## config.mk

```make
export PLATFORM = sky130hd
export DESIGN_NAME = m_unit_top
export DESIGN_NICKNAME = d
export VERILOG_FILES = /design/src/rtl/rv_m_isa_pkg.sv /design/src/rtl/muldiv_data_pkg.sv /design/src/rtl/multiplier_pipe.sv /design/src/rtl/divider_nonrestoring.sv /design/src/rtl/m_unit_top.sv
export SDC_FILE = /design/constraint.sdc
export NUM_CORES = 2
export LEC_CHECK = 0
export BUFFER_PORTS_ARGS = -buffer_cell sky130_fd_sc_hd__clkbuf_2
export CAP_MARGIN = 20
export CORE_MARGIN = 5
export CORE_UTILIZATION = 45
export CTS_BUF_LIST = sky130_fd_sc_hd__clkbuf_4
export DETAILED_ROUTE_END_ITERATION = 6
export SLEW_MARGIN = 5
export SYNTH_ARGS = -nofsm -noshare
export SYNTH_HDL_FRONTEND = slang
export SYNTH_SLANG_ARGS = --single-unit
```

## constraint.sdc

```tcl
create_clock -name clk_i -period 8.45 [get_ports clk_i]
set_input_delay 1.69 -clock clk_i [delete_from_list [all_inputs] [get_ports clk_i]]
set_output_delay 1.69 -clock clk_i [all_outputs]
set_load 0.005 [all_outputs]
```

## src/rtl/rv_m_isa_pkg.sv

```systemverilog
package rv_m_isa_pkg;

    // funct3 field of the OP opcode with funct7 = 0000001
    typedef enum logic [2:0] {
        M_MUL    = 3'b000,
        M_MULH   = 3'b001,
        M_MULHSU = 3'b010,
        M_MULHU  = 3'b011,
        M_DIV    = 3'b100,
        M_DIVU   = 3'b101,
        M_REM    = 3'b110,
        M_REMU   = 3'b111
    } m_funct_e;

    typedef struct packed {
        logic is_div;
        logic op_a_signed;
        logic op_b_signed;
        logic want_high;    // upper word of the product
        logic want_rem;     // remainder instead of quotient
    } m_ctrl_t;

endpackage

```

## src/rtl/muldiv_data_pkg.sv

```systemverilog
package muldiv_data_pkg;

    localparam int XLEN = 32;

    typedef logic [XLEN-1:0] xlen_t;

    // iteration count, has to reach XLEN itself
    typedef logic [$clog2(XLEN+1)-1:0] div_count_t;

    typedef struct packed {
        xlen_t quotient;
        xlen_t remainder;
    } div_result_t;

endpackage

```

## src/rtl/multiplier_pipe.sv

```systemverilog
`timescale 1ns/1ps

module multiplier_pipe (
    input  logic                   clk_i,
    input  logic                   rst_i,
    input  logic                   req_i,
    input  rv_m_isa_pkg::m_ctrl_t  ctrl_i,
    input  muldiv_data_pkg::xlen_t op_a_i,
    input  muldiv_data_pkg::xlen_t op_b_i,
    output muldiv_data_pkg::xlen_t product_o,
    output logic                   done_o
);
    import muldiv_data_pkg::*;

    // operands widened by one bit so every variant is a signed multiply
    typedef struct packed {
        logic            want_high;
        logic [XLEN:0]   op_a;
        logic [XLEN:0]   op_b;
    } mul_stage_t;

    mul_stage_t                s1_q;
    logic                      s1_valid_q;
    logic signed [2*XLEN+1:0]  prod_full;
    xlen_t                     product_q;
    logic                      done_q;

    always_ff @(posedge clk_i) begin
        if (!rst_i) begin
            s1_valid_q <= 1'b0;
            done_q     <= 1'b0;
        end else begin
            s1_valid_q <= req_i;
            done_q     <= s1_valid_q;
        end
    end

    // stage 1: sign or zero extension
    always_ff @(posedge clk_i) begin
        if (req_i) begin
            s1_q.want_high <= ctrl_i.want_high;
            s1_q.op_a      <= {ctrl_i.op_a_signed & op_a_i[XLEN-1], op_a_i};
            s1_q.op_b      <= {ctrl_i.op_b_signed & op_b_i[XLEN-1], op_b_i};
        end
    end

    assign prod_full = $signed(s1_q.op_a) * $signed(s1_q.op_b);

    // stage 2: full product, keep one word
    always_ff @(posedge clk_i) begin
        if (s1_valid_q) begin
            if (s1_q.want_high) begin
                product_q <= prod_full[2*XLEN-1:XLEN];
            end else begin
                product_q <= prod_full[XLEN-1:0];
            end
        end
    end

    assign product_o = product_q;
    assign done_o    = done_q;

endmodule

```

## src/rtl/divider_nonrestoring.sv

```systemverilog
`timescale 1ns/1ps

module divider_nonrestoring #(
    parameter muldiv_data_pkg::div_count_t DIV_STEPS = 32
) (
    input  logic                         clk_i,
    input  logic                         rst_i,
    input  logic                         req_i,
    input  logic                         signed_i,
    input  muldiv_data_pkg::xlen_t       dividend_i,
    input  muldiv_data_pkg::xlen_t       divisor_i,
    output muldiv_data_pkg::div_result_t result_o,
    output logic                         done_o
);
    import muldiv_data_pkg::*;

    typedef enum logic [1:0] {
        S_IDLE,
        S_ITERATE,
        S_CORRECT,
        S_SIGN_FIX
    } div_state_e;

    localparam xlen_t MOST_NEG = {1'b1, {(XLEN-1){1'b0}}};

    div_state_e     state_q;
    div_count_t     cnt_q;
    logic [XLEN:0]  acc_q;      // partial remainder with its sign in the msb
    xlen_t          quo_q;      // dividend bits shift out as quotient bits shift in
    xlen_t          dvs_q;
    logic           quo_neg_q;
    logic           rem_neg_q;

    logic           div_zero;
    logic           overflow;
    logic           dvd_neg;
    logic           dvs_neg;
    xlen_t          dvd_mag;
    xlen_t          dvs_mag;
    logic [XLEN:0]  acc_shift;
    logic [XLEN:0]  acc_step;

    assign div_zero = (divisor_i == '0);
    assign overflow = signed_i && (dividend_i == MOST_NEG) && (divisor_i == '1);

    // unsigned operands are taken as they are
    assign dvd_neg = signed_i & dividend_i[XLEN-1];
    assign dvs_neg = signed_i & divisor_i[XLEN-1];
    assign dvd_mag = dvd_neg ? ~dividend_i + 1'b1 : dividend_i;
    assign dvs_mag = dvs_neg ? ~divisor_i + 1'b1 : divisor_i;

    // shift in the next dividend bit then add or subtract by the old sign
    assign acc_shift = {acc_q[XLEN-1:0], quo_q[XLEN-1]};
    assign acc_step  = acc_q[XLEN] ? acc_shift + {1'b0, dvs_q}
                                   : acc_shift - {1'b0, dvs_q};

    always_ff @(posedge clk_i) begin
        if (!rst_i) begin
            state_q <= S_IDLE;
            cnt_q   <= '0;
        end else begin
            case (state_q)
                S_IDLE: begin
                    if (req_i) begin
                        cnt_q <= DIV_STEPS;
                        if (div_zero || overflow) begin
                            state_q <= S_SIGN_FIX;  // result already final
                        end else begin
                            state_q <= S_ITERATE;
                        end
                    end
                end
                S_ITERATE: begin
                    cnt_q <= cnt_q - 1'b1;
                    if (cnt_q == div_count_t'(1)) begin
                        state_q <= S_CORRECT;
                    end
                end
                S_CORRECT: begin
                    state_q <= S_SIGN_FIX;
                end
                default: begin
                    state_q <= S_IDLE;
                end
            endcase
        end
    end

    always_ff @(posedge clk_i) begin
        case (state_q)
            S_IDLE: begin
                if (req_i) begin
                    if (div_zero) begin
                        quo_q     <= '1;
                        acc_q     <= {1'b0, dividend_i};
                        quo_neg_q <= 1'b0;
                        rem_neg_q <= 1'b0;
                    end else if (overflow) begin
                        quo_q     <= dividend_i;
                        acc_q     <= '0;
                        quo_neg_q <= 1'b0;
                        rem_neg_q <= 1'b0;
                    end else begin
                        quo_q     <= dvd_mag;
                        dvs_q     <= dvs_mag;
                        acc_q     <= '0;
                        quo_neg_q <= dvd_neg ^ dvs_neg;
                        rem_neg_q <= dvd_neg;   // remainder follows the dividend
                    end
                end
            end
            S_ITERATE: begin
                acc_q <= acc_step;
                quo_q <= {quo_q[XLEN-2:0], ~acc_step[XLEN]};
            end
            S_CORRECT: begin
                if (acc_q[XLEN]) begin
                    acc_q <= acc_q + {1'b0, dvs_q};
                end
            end
            default: begin
            end
        endcase
    end

    // sign fix is applied on the way out during the done cycle
    always_comb begin
        result_o.quotient  = quo_neg_q ? ~quo_q + 1'b1 : quo_q;
        result_o.remainder = rem_neg_q ? ~acc_q[XLEN-1:0] + 1'b1 : acc_q[XLEN-1:0];
    end

    assign done_o = (state_q == S_SIGN_FIX);

    a_req_only_idle: assert property (@(posedge clk_i) disable iff (!rst_i)
        req_i |-> state_q == S_IDLE);

endmodule

```

## src/rtl/m_unit_top.sv

```systemverilog
`timescale 1ns/1ps

module m_unit_top #(
    parameter muldiv_data_pkg::div_count_t DIV_STEPS = 32
) (
    input  logic                   clk_i,
    input  logic                   rst_i,
    input  logic                   req_i,
    input  rv_m_isa_pkg::m_funct_e op_i,
    input  muldiv_data_pkg::xlen_t rs1_i,
    input  muldiv_data_pkg::xlen_t rs2_i,
    output muldiv_data_pkg::xlen_t result_o,
    output logic                   done_o,
    output logic                   busy_o
);
    import rv_m_isa_pkg::*;
    import muldiv_data_pkg::*;

    m_ctrl_t      ctrl;
    logic         mul_req;
    logic         div_req;
    xlen_t        mul_product;
    logic         mul_done;
    div_result_t  div_result;
    logic         div_done;
    logic         busy_q;
    logic         want_rem_q;
    xlen_t        result_q;

    always_comb begin
        ctrl = '0;
        case (op_i)
            M_MUL: begin
                ctrl.op_a_signed = 1'b1;
                ctrl.op_b_signed = 1'b1;
            end
            M_MULH: begin
                ctrl.op_a_signed = 1'b1;
                ctrl.op_b_signed = 1'b1;
                ctrl.want_high   = 1'b1;
            end
            M_MULHSU: begin
                ctrl.op_a_signed = 1'b1;
                ctrl.want_high   = 1'b1;
            end
            M_MULHU: begin
                ctrl.want_high = 1'b1;
            end
            M_DIV: begin
                ctrl.is_div      = 1'b1;
                ctrl.op_a_signed = 1'b1;
                ctrl.op_b_signed = 1'b1;
            end
            M_DIVU: begin
                ctrl.is_div = 1'b1;
            end
            M_REM: begin
                ctrl.is_div      = 1'b1;
                ctrl.op_a_signed = 1'b1;
                ctrl.op_b_signed = 1'b1;
                ctrl.want_rem    = 1'b1;
            end
            default: begin  // M_REMU
                ctrl.is_div   = 1'b1;
                ctrl.want_rem = 1'b1;
            end
        endcase
    end

    assign mul_req = req_i & ~ctrl.is_div;
    assign div_req = req_i & ctrl.is_div;

    multiplier_pipe i_mul (
        .clk_i     (clk_i),
        .rst_i     (rst_i),
        .req_i     (mul_req),
        .ctrl_i    (ctrl),
        .op_a_i    (rs1_i),
        .op_b_i    (rs2_i),
        .product_o (mul_product),
        .done_o    (mul_done)
    );

    divider_nonrestoring #(
        .DIV_STEPS (DIV_STEPS)
    ) i_div (
        .clk_i      (clk_i),
        .rst_i      (rst_i),
        .req_i      (div_req),
        .signed_i   (ctrl.op_a_signed),
        .dividend_i (rs1_i),
        .divisor_i  (rs2_i),
        .result_o   (div_result),
        .done_o     (div_done)
    );

    // busy covers the division up to its done cycle, multiplies never set it
    always_ff @(posedge clk_i) begin
        if (!rst_i) begin
            busy_q <= 1'b0;
        end else if (div_req) begin
            busy_q <= 1'b1;
        end else if (div_done) begin
            busy_q <= 1'b0;
        end
    end

    always_ff @(posedge clk_i) begin
        if (div_req) begin
            want_rem_q <= ctrl.want_rem;
        end
        if (done_o) begin
            result_q <= result_o;   // held between pulses
        end
    end

    always_comb begin
        if (mul_done) begin
            result_o = mul_product;
        end else if (div_done) begin
            result_o = want_rem_q ? div_result.remainder : div_result.quotient;
        end else begin
            result_o = result_q;
        end
    end

    assign done_o = mul_done | div_done;
    assign busy_o = busy_q;

    a_no_req_busy: assert property (@(posedge clk_i) disable iff (!rst_i)
        req_i |-> !busy_o);

    // a div special case strobed right after a mul issue lands on the mul's done cycle
    a_done_apart: assert property (@(posedge clk_i) disable iff (!rst_i)
        !(mul_done && div_done));

endmodule

```

==> metrics.txt <==
# TYPE chip_impl_metric gauge
chip_impl_info{name="status",value="complete, no violations"} 1
chip_impl_metric{name="grt_first_pass_wirelength",unit="um"} 251800
chip_impl_metric{name="cts_made_buffers",unit=""} 71
chip_impl_metric{name="met3_usage",unit="%"} 3.397
chip_impl_info{name="worst_path_most_repeated_cell",value="sky130_fd_sc_hd__fa_1"} 1
chip_impl_metric{name="rrSetupSlack",unit="ps"} 290
chip_impl_metric{name="number_of_enable_flip_flop_cells_after_synthesis",unit=""} 231
chip_impl_metric{name="synth-seq-area-share",unit="%"} 13.15
chip_impl_metric{name="multi_input_area",unit="sq mm"} 0.04197
chip_impl_metric{name="cts_num_sinks",unit=""} 242
chip_impl_metric{name="worst-slew-pin-transition",unit="ps"} 1063
chip_impl_metric{name="finish.net_count",unit=""} 7306
chip_impl_metric{name="clk_pin_slew",unit="ps"} 70
chip_impl_info{name="critPathLaunchType",value="flop"} 1
chip_impl_metric{name="holdWs",unit="ps"} 471.3
chip_impl_metric{name="timing.critical_path.fanout_max",unit=""} 32
chip_impl_metric{name="yosys_warnings",unit=""} 0
chip_impl_info{name="cts_tree",value="built"} 1
chip_impl_info{name="tightest_hold_check_type",value="reg2reg"} 1
chip_impl_metric{name="grt.total_usage",unit="%"} 25.42
chip_impl_metric{name="finalHoldViolations",unit=""} 0
chip_impl_metric{name="grt_start_max_net_pins",unit=""} 64
chip_impl_metric{name="detail_route.wirelength",unit="um"} 157600
chip_impl_metric{name="synth_seq_cells",unit=""} 242
chip_impl_metric{name="finClkSkew",unit="ps"} 87.16
chip_impl_metric{name="die-width",unit="um"} 357.8
chip_impl_metric{name="groute.layer.met2.usage",unit="%"} 43.67
chip_impl_metric{name="post_synth_instance_area",unit="sq mm"} 0.05443
chip_impl_metric{name="max-clock-path-buffers",unit=""} 3
chip_impl_metric{name="timing.fmax",unit="MHz"} 122.5
chip_impl_metric{name="areaGrowthSynthToFinish",unit="%"} 7.322
chip_impl_metric{name="crit_arrival",unit="ps"} 8690
chip_impl_metric{name="synthesis.area_per_instance",unit="sq um"} 9.400
chip_impl_metric{name="maxCapViolCount",unit=""} 0
chip_impl_metric{name="viasPerCell",unit=""} 5.420
chip_impl_metric{name="final.min_clock_period",unit="ps"} 8165
chip_impl_metric{name="remaining_routing_drc_violations",unit=""} 0
chip_impl_metric{name="grt-ovfl-total",unit=""} 0
chip_impl_metric{name="detailedRoute.firstIterationViolations",unit=""} 2864
chip_impl_info{name="busiest_layer",value="met2"} 1
chip_impl_metric{name="cts.htree.levels",unit=""} 3
chip_impl_metric{name="max-slew-margin-rel",unit="%"} 28.41
chip_impl_metric{name="required_time_reported_for_the_critical_path_endpoint",unit="ps"} 8980
chip_impl_info{name="crit_slowest_cell",value="sky130_fd_sc_hd__fa_1"} 1
chip_impl_metric{name="die-area",unit="sq mm"} 0.1280
chip_impl_info{name="r2r-start",value="i_mul.s1_q[0]$_DFFE_PP_"} 1
chip_impl_metric{name="detailed_place_hpwl",unit="um"} 129000
chip_impl_metric{name="detail_route_antenna_nets",unit=""} 0
chip_impl_info{name="timing.critical_path.to_type",value="flop"} 1
chip_impl_metric{name="effective_utilization_at_floorplan",unit="%"} 45.37
chip_impl_metric{name="slew_violations",unit=""} 0
chip_impl_metric{name="detailroute.via_count",unit=""} 40590
chip_impl_metric{name="port_buffers",unit=""} 103
chip_impl_metric{name="ff2ff_path_depth",unit=""} 26
chip_impl_info{name="cts_root_buffer",value="sky130_fd_sc_hd__clkbuf_4"} 1
chip_impl_info{name="crit_start",value="i_mul.s1_q[0]$_DFFE_PP_"} 1
chip_impl_metric{name="chipHeight",unit="um"} 357.8
chip_impl_info{name="r2r-end",value="i_mul.product_o[12]$_DFFE_PP_"} 1
chip_impl_metric{name="first_global_vias",unit=""} 43510
chip_impl_metric{name="final_layout_size_suffix_gt1_share",unit="%"} 6.879
chip_impl_info{name="dominant_synthesized_flop_cell",value="sky130_fd_sc_hd__edfxtp_1"} 1
chip_impl_metric{name="filler_cell_count",unit=""} 11480
chip_impl_metric{name="synthesis.instances",unit=""} 5790
chip_impl_metric{name="setup_viol_count_final",unit=""} 0
chip_impl_metric{name="number_of_placed_i_o_pins",unit=""} 104
chip_impl_metric{name="antenna_violations_before_repair",unit=""} 4
chip_impl_metric{name="latest_clock_arrival_within_the_worst_skew_pair",unit="ps"} 830
chip_impl_metric{name="routedWlPerCell",unit="um"} 21.05
chip_impl_metric{name="timing.critical_path.slowest_cell_delay",unit="ps"} 560
chip_impl_metric{name="regArea",unit="sq mm"} 0.007158
chip_impl_info{name="critical_path_class",value="reg2reg"} 1
chip_impl_metric{name="std_cell_rows",unit=""} 127
chip_impl_metric{name="gp_congestion",unit=""} 0.9448
chip_impl_metric{name="syn-num-nets",unit=""} 7275
chip_impl_metric{name="synth-async-reset-ratio",unit="%"} 0
chip_impl_metric{name="fp.coreArea",unit="sq mm"} 0.1200
chip_impl_info{name="cp-endpoint",value="i_mul.product_o[12]$_DFFE_PP_"} 1
chip_impl_metric{name="globalRouteMet1Util",unit="%"} 33.79
chip_impl_metric{name="final_min_period_over_clock_period",unit="%"} 96.62
chip_impl_metric{name="synth_cell_types",unit=""} 79
chip_impl_metric{name="drt_first_pass_iters",unit=""} 5
-- state kept, by name (all words and copies together), names as in the netlist --
name and flops:
busy_o 1, i_div.acc_q 33, i_div.quo_q 32, i_div.state_q 2, i_mul.done_o 1, i_div.rem_neg_q 1
i_mul.s1_q 67, i_mul.product_o 32, i_mul.s1_valid_q 1, want_rem_q 1, i_div.dvs_q 32, result_q 32
i_div.cnt_q 6, i_div.quo_neg_q 1
-- cell families (layout without fill, tap and decap cells) --
family,Yosys count,count (layout),share of synthesized area [%]
buf+inv,1419,1502,9.929
other cells,0,4,0
simple gates,1718,1718,15.76
flops,242,242,13.15
mux,48,48,0.8965
compound gates,673,673,7.770
fa+ha+maj,1415,1415,48.07
xor+xnor,275,275,4.425
-- worst min path at each step --
stage	from	slack [ps]	to	cells after the start
6_report	i_mul.s1_valid_q$_SDFF_PN0_	470	i_mul.done_o$_SDFF_PN0_	1
5_1_grt	i_mul.s1_valid_q$_SDFF_PN0_	470	i_mul.done_o$_SDFF_PN0_	1
4_1_cts	i_mul.s1_valid_q$_SDFF_PN0_	470	i_mul.done_o$_SDFF_PN0_	1
3_5_place_dp	i_mul.s1_valid_q$_SDFF_PN0_	450	i_mul.done_o$_SDFF_PN0_	1
3_3_place_gp	i_mul.s1_valid_q$_SDFF_PN0_	450	i_mul.done_o$_SDFF_PN0_	1
2_1_floorplan	busy_o$_SDFFE_PN0P_	470	busy_o$_SDFFE_PN0P_	2
-- metal layers --
layer,part of all wire (%),up-vias
li1,-,17970
met1,41,21000
met2,49,1327
met3,6.0,296
met4,3.5,0
met5,0,-
-- what timing repair did --
item	4_1_cts	5_1_grt
setup buffers	0	2
hold buffers	0	0
gates resized for setup	0	21
hold endpoints to repair	0	0
endpoints found under the setup margin	0	14
-- layout make-up --
class / instances / area share (%)
multi-input cells: 4129 / 71.85
flip-flops and latches: 242 / 12.25
inverters: 1142 / 7.339
clock inverters: 22 / 0.2056
diodes: 4 / 0.01714
well taps: 1612 / 3.453
clock buffers: 103 / 1.324
repair buffers: 235 / 3.560
-- cells in the mapped netlist, types with 7 or more instances --
master                      count  area (sq um)
sky130_fd_sc_hd__and2_1       544          3403
sky130_fd_sc_hd__nor4_1        21         131.4
sky130_fd_sc_hd__or2_2          9         56.30
sky130_fd_sc_hd__a2bb2oi_1     30         262.8
sky130_fd_sc_hd__nand2b_1      40         250.2
sky130_fd_sc_hd__ha_1         288          3603
sky130_fd_sc_hd__o21bai_1      18         135.1
sky130_fd_sc_hd__o41ai_1       16         140.1
sky130_fd_sc_hd__and3_1        16         100.1
sky130_fd_sc_hd__o22ai_1       11         68.82
sky130_fd_sc_hd__a21boi_0       8         60.06
sky130_fd_sc_hd__or4_1         11         82.58
sky130_fd_sc_hd__edfxtp_1     231          6937
sky130_fd_sc_hd__a21o_1        40         300.3
sky130_fd_sc_hd__a22o_1         7         61.31
sky130_fd_sc_hd__inv_1       1142          4287
sky130_fd_sc_hd__clkbuf_1     260         975.9
sky130_fd_sc_hd__xor2_1       139          1217
sky130_fd_sc_hd__o31ai_1       38         285.3
sky130_fd_sc_hd__nand2_1      734          2755
sky130_fd_sc_hd__xnor2_1      136          1191
sky130_fd_sc_hd__a21oi_1      173         865.8
sky130_fd_sc_hd__o21a_1        21         157.7
sky130_fd_sc_hd__a31oi_1       22         137.6
sky130_fd_sc_hd__mux2i_1       42         420.4
sky130_fd_sc_hd__or3_1         27         168.9
sky130_fd_sc_hd__nand3_1       37         185.2
sky130_fd_sc_hd__nand4_1       30         187.7
sky130_fd_sc_hd__a22oi_1       14         105.1
sky130_fd_sc_hd__nor3_1        36         180.2
sky130_fd_sc_hd__a211oi_1      21         157.7
sky130_fd_sc_hd__o211ai_1      10         75.07
sky130_fd_sc_hd__o21ai_0      194         970.9
sky130_fd_sc_hd__fa_1        1127         22560
sky130_fd_sc_hd__nor2b_1       47         294.0
sky130_fd_sc_hd__dfxtp_1       11         220.2
sky130_fd_sc_hd__nor2_1       134         503.0
-- stage by stage --
stage	instance area (sq um)	std cells	TNS, ps	setup WS [ps]	utilization, %
final	58410	7489	0	285.4	48.69
after detailed placement	57350	7356	0	132.4	47.80
after global routing	58410	7488	-2.142	-2.142	48.69
after floorplan	54430	5790	0	589.1	-
after CTS	58240	7481	0	14.03	48.55
after global placement	57320	7355	0	167.2	47.78
-- worst max-delay path, delay by kind of cell, from the launching register on --
family,cells,cell delay [ps]
flip-flops,1,390
XOR/XNOR,1,280
AND/OR/NAND/NOR,2,590
AO/OA/AOI/OAI,7,1440
buffers and inverters,7,820
adder cells (fa/ha/maj),9,4330
-- placed cells by master, fill, tap and decap left out, types with 27 or more instances in the layout --
cell type / netlist / final
sky130_fd_sc_hd__clkbuf_4: 0 / 103
sky130_fd_sc_hd__fa_1: 1127 / 1123
sky130_fd_sc_hd__nor2b_1: 47 / 46
sky130_fd_sc_hd__buf_12: 0 / 42
sky130_fd_sc_hd__xnor2_1: 136 / 134
sky130_fd_sc_hd__o21ai_0: 194 / 193
sky130_fd_sc_hd__a21o_1: 40 / 40
sky130_fd_sc_hd__ha_1: 288 / 284
sky130_fd_sc_hd__nand2b_1: 40 / 40
sky130_fd_sc_hd__nand4_1: 30 / 30
sky130_fd_sc_hd__nand3_1: 37 / 37
sky130_fd_sc_hd__nor2_1: 134 / 132
sky130_fd_sc_hd__a2bb2oi_1: 30 / 30
sky130_fd_sc_hd__o31ai_1: 38 / 38
sky130_fd_sc_hd__mux2i_1: 42 / 42
sky130_fd_sc_hd__buf_4: 1 / 86
sky130_fd_sc_hd__nand2_1: 734 / 734
sky130_fd_sc_hd__a21oi_1: 173 / 170
sky130_fd_sc_hd__xor2_1: 139 / 138
sky130_fd_sc_hd__or3_1: 27 / 27
sky130_fd_sc_hd__nor3_1: 36 / 35
sky130_fd_sc_hd__inv_1: 1142 / 1142
sky130_fd_sc_hd__clkbuf_2: 0 / 103
sky130_fd_sc_hd__and2_1: 544 / 544
sky130_fd_sc_hd__edfxtp_1: 231 / 231
Power is not shown: default switching activity piles up to over one toggle a cycle in this logic, so the estimate is an artifact.
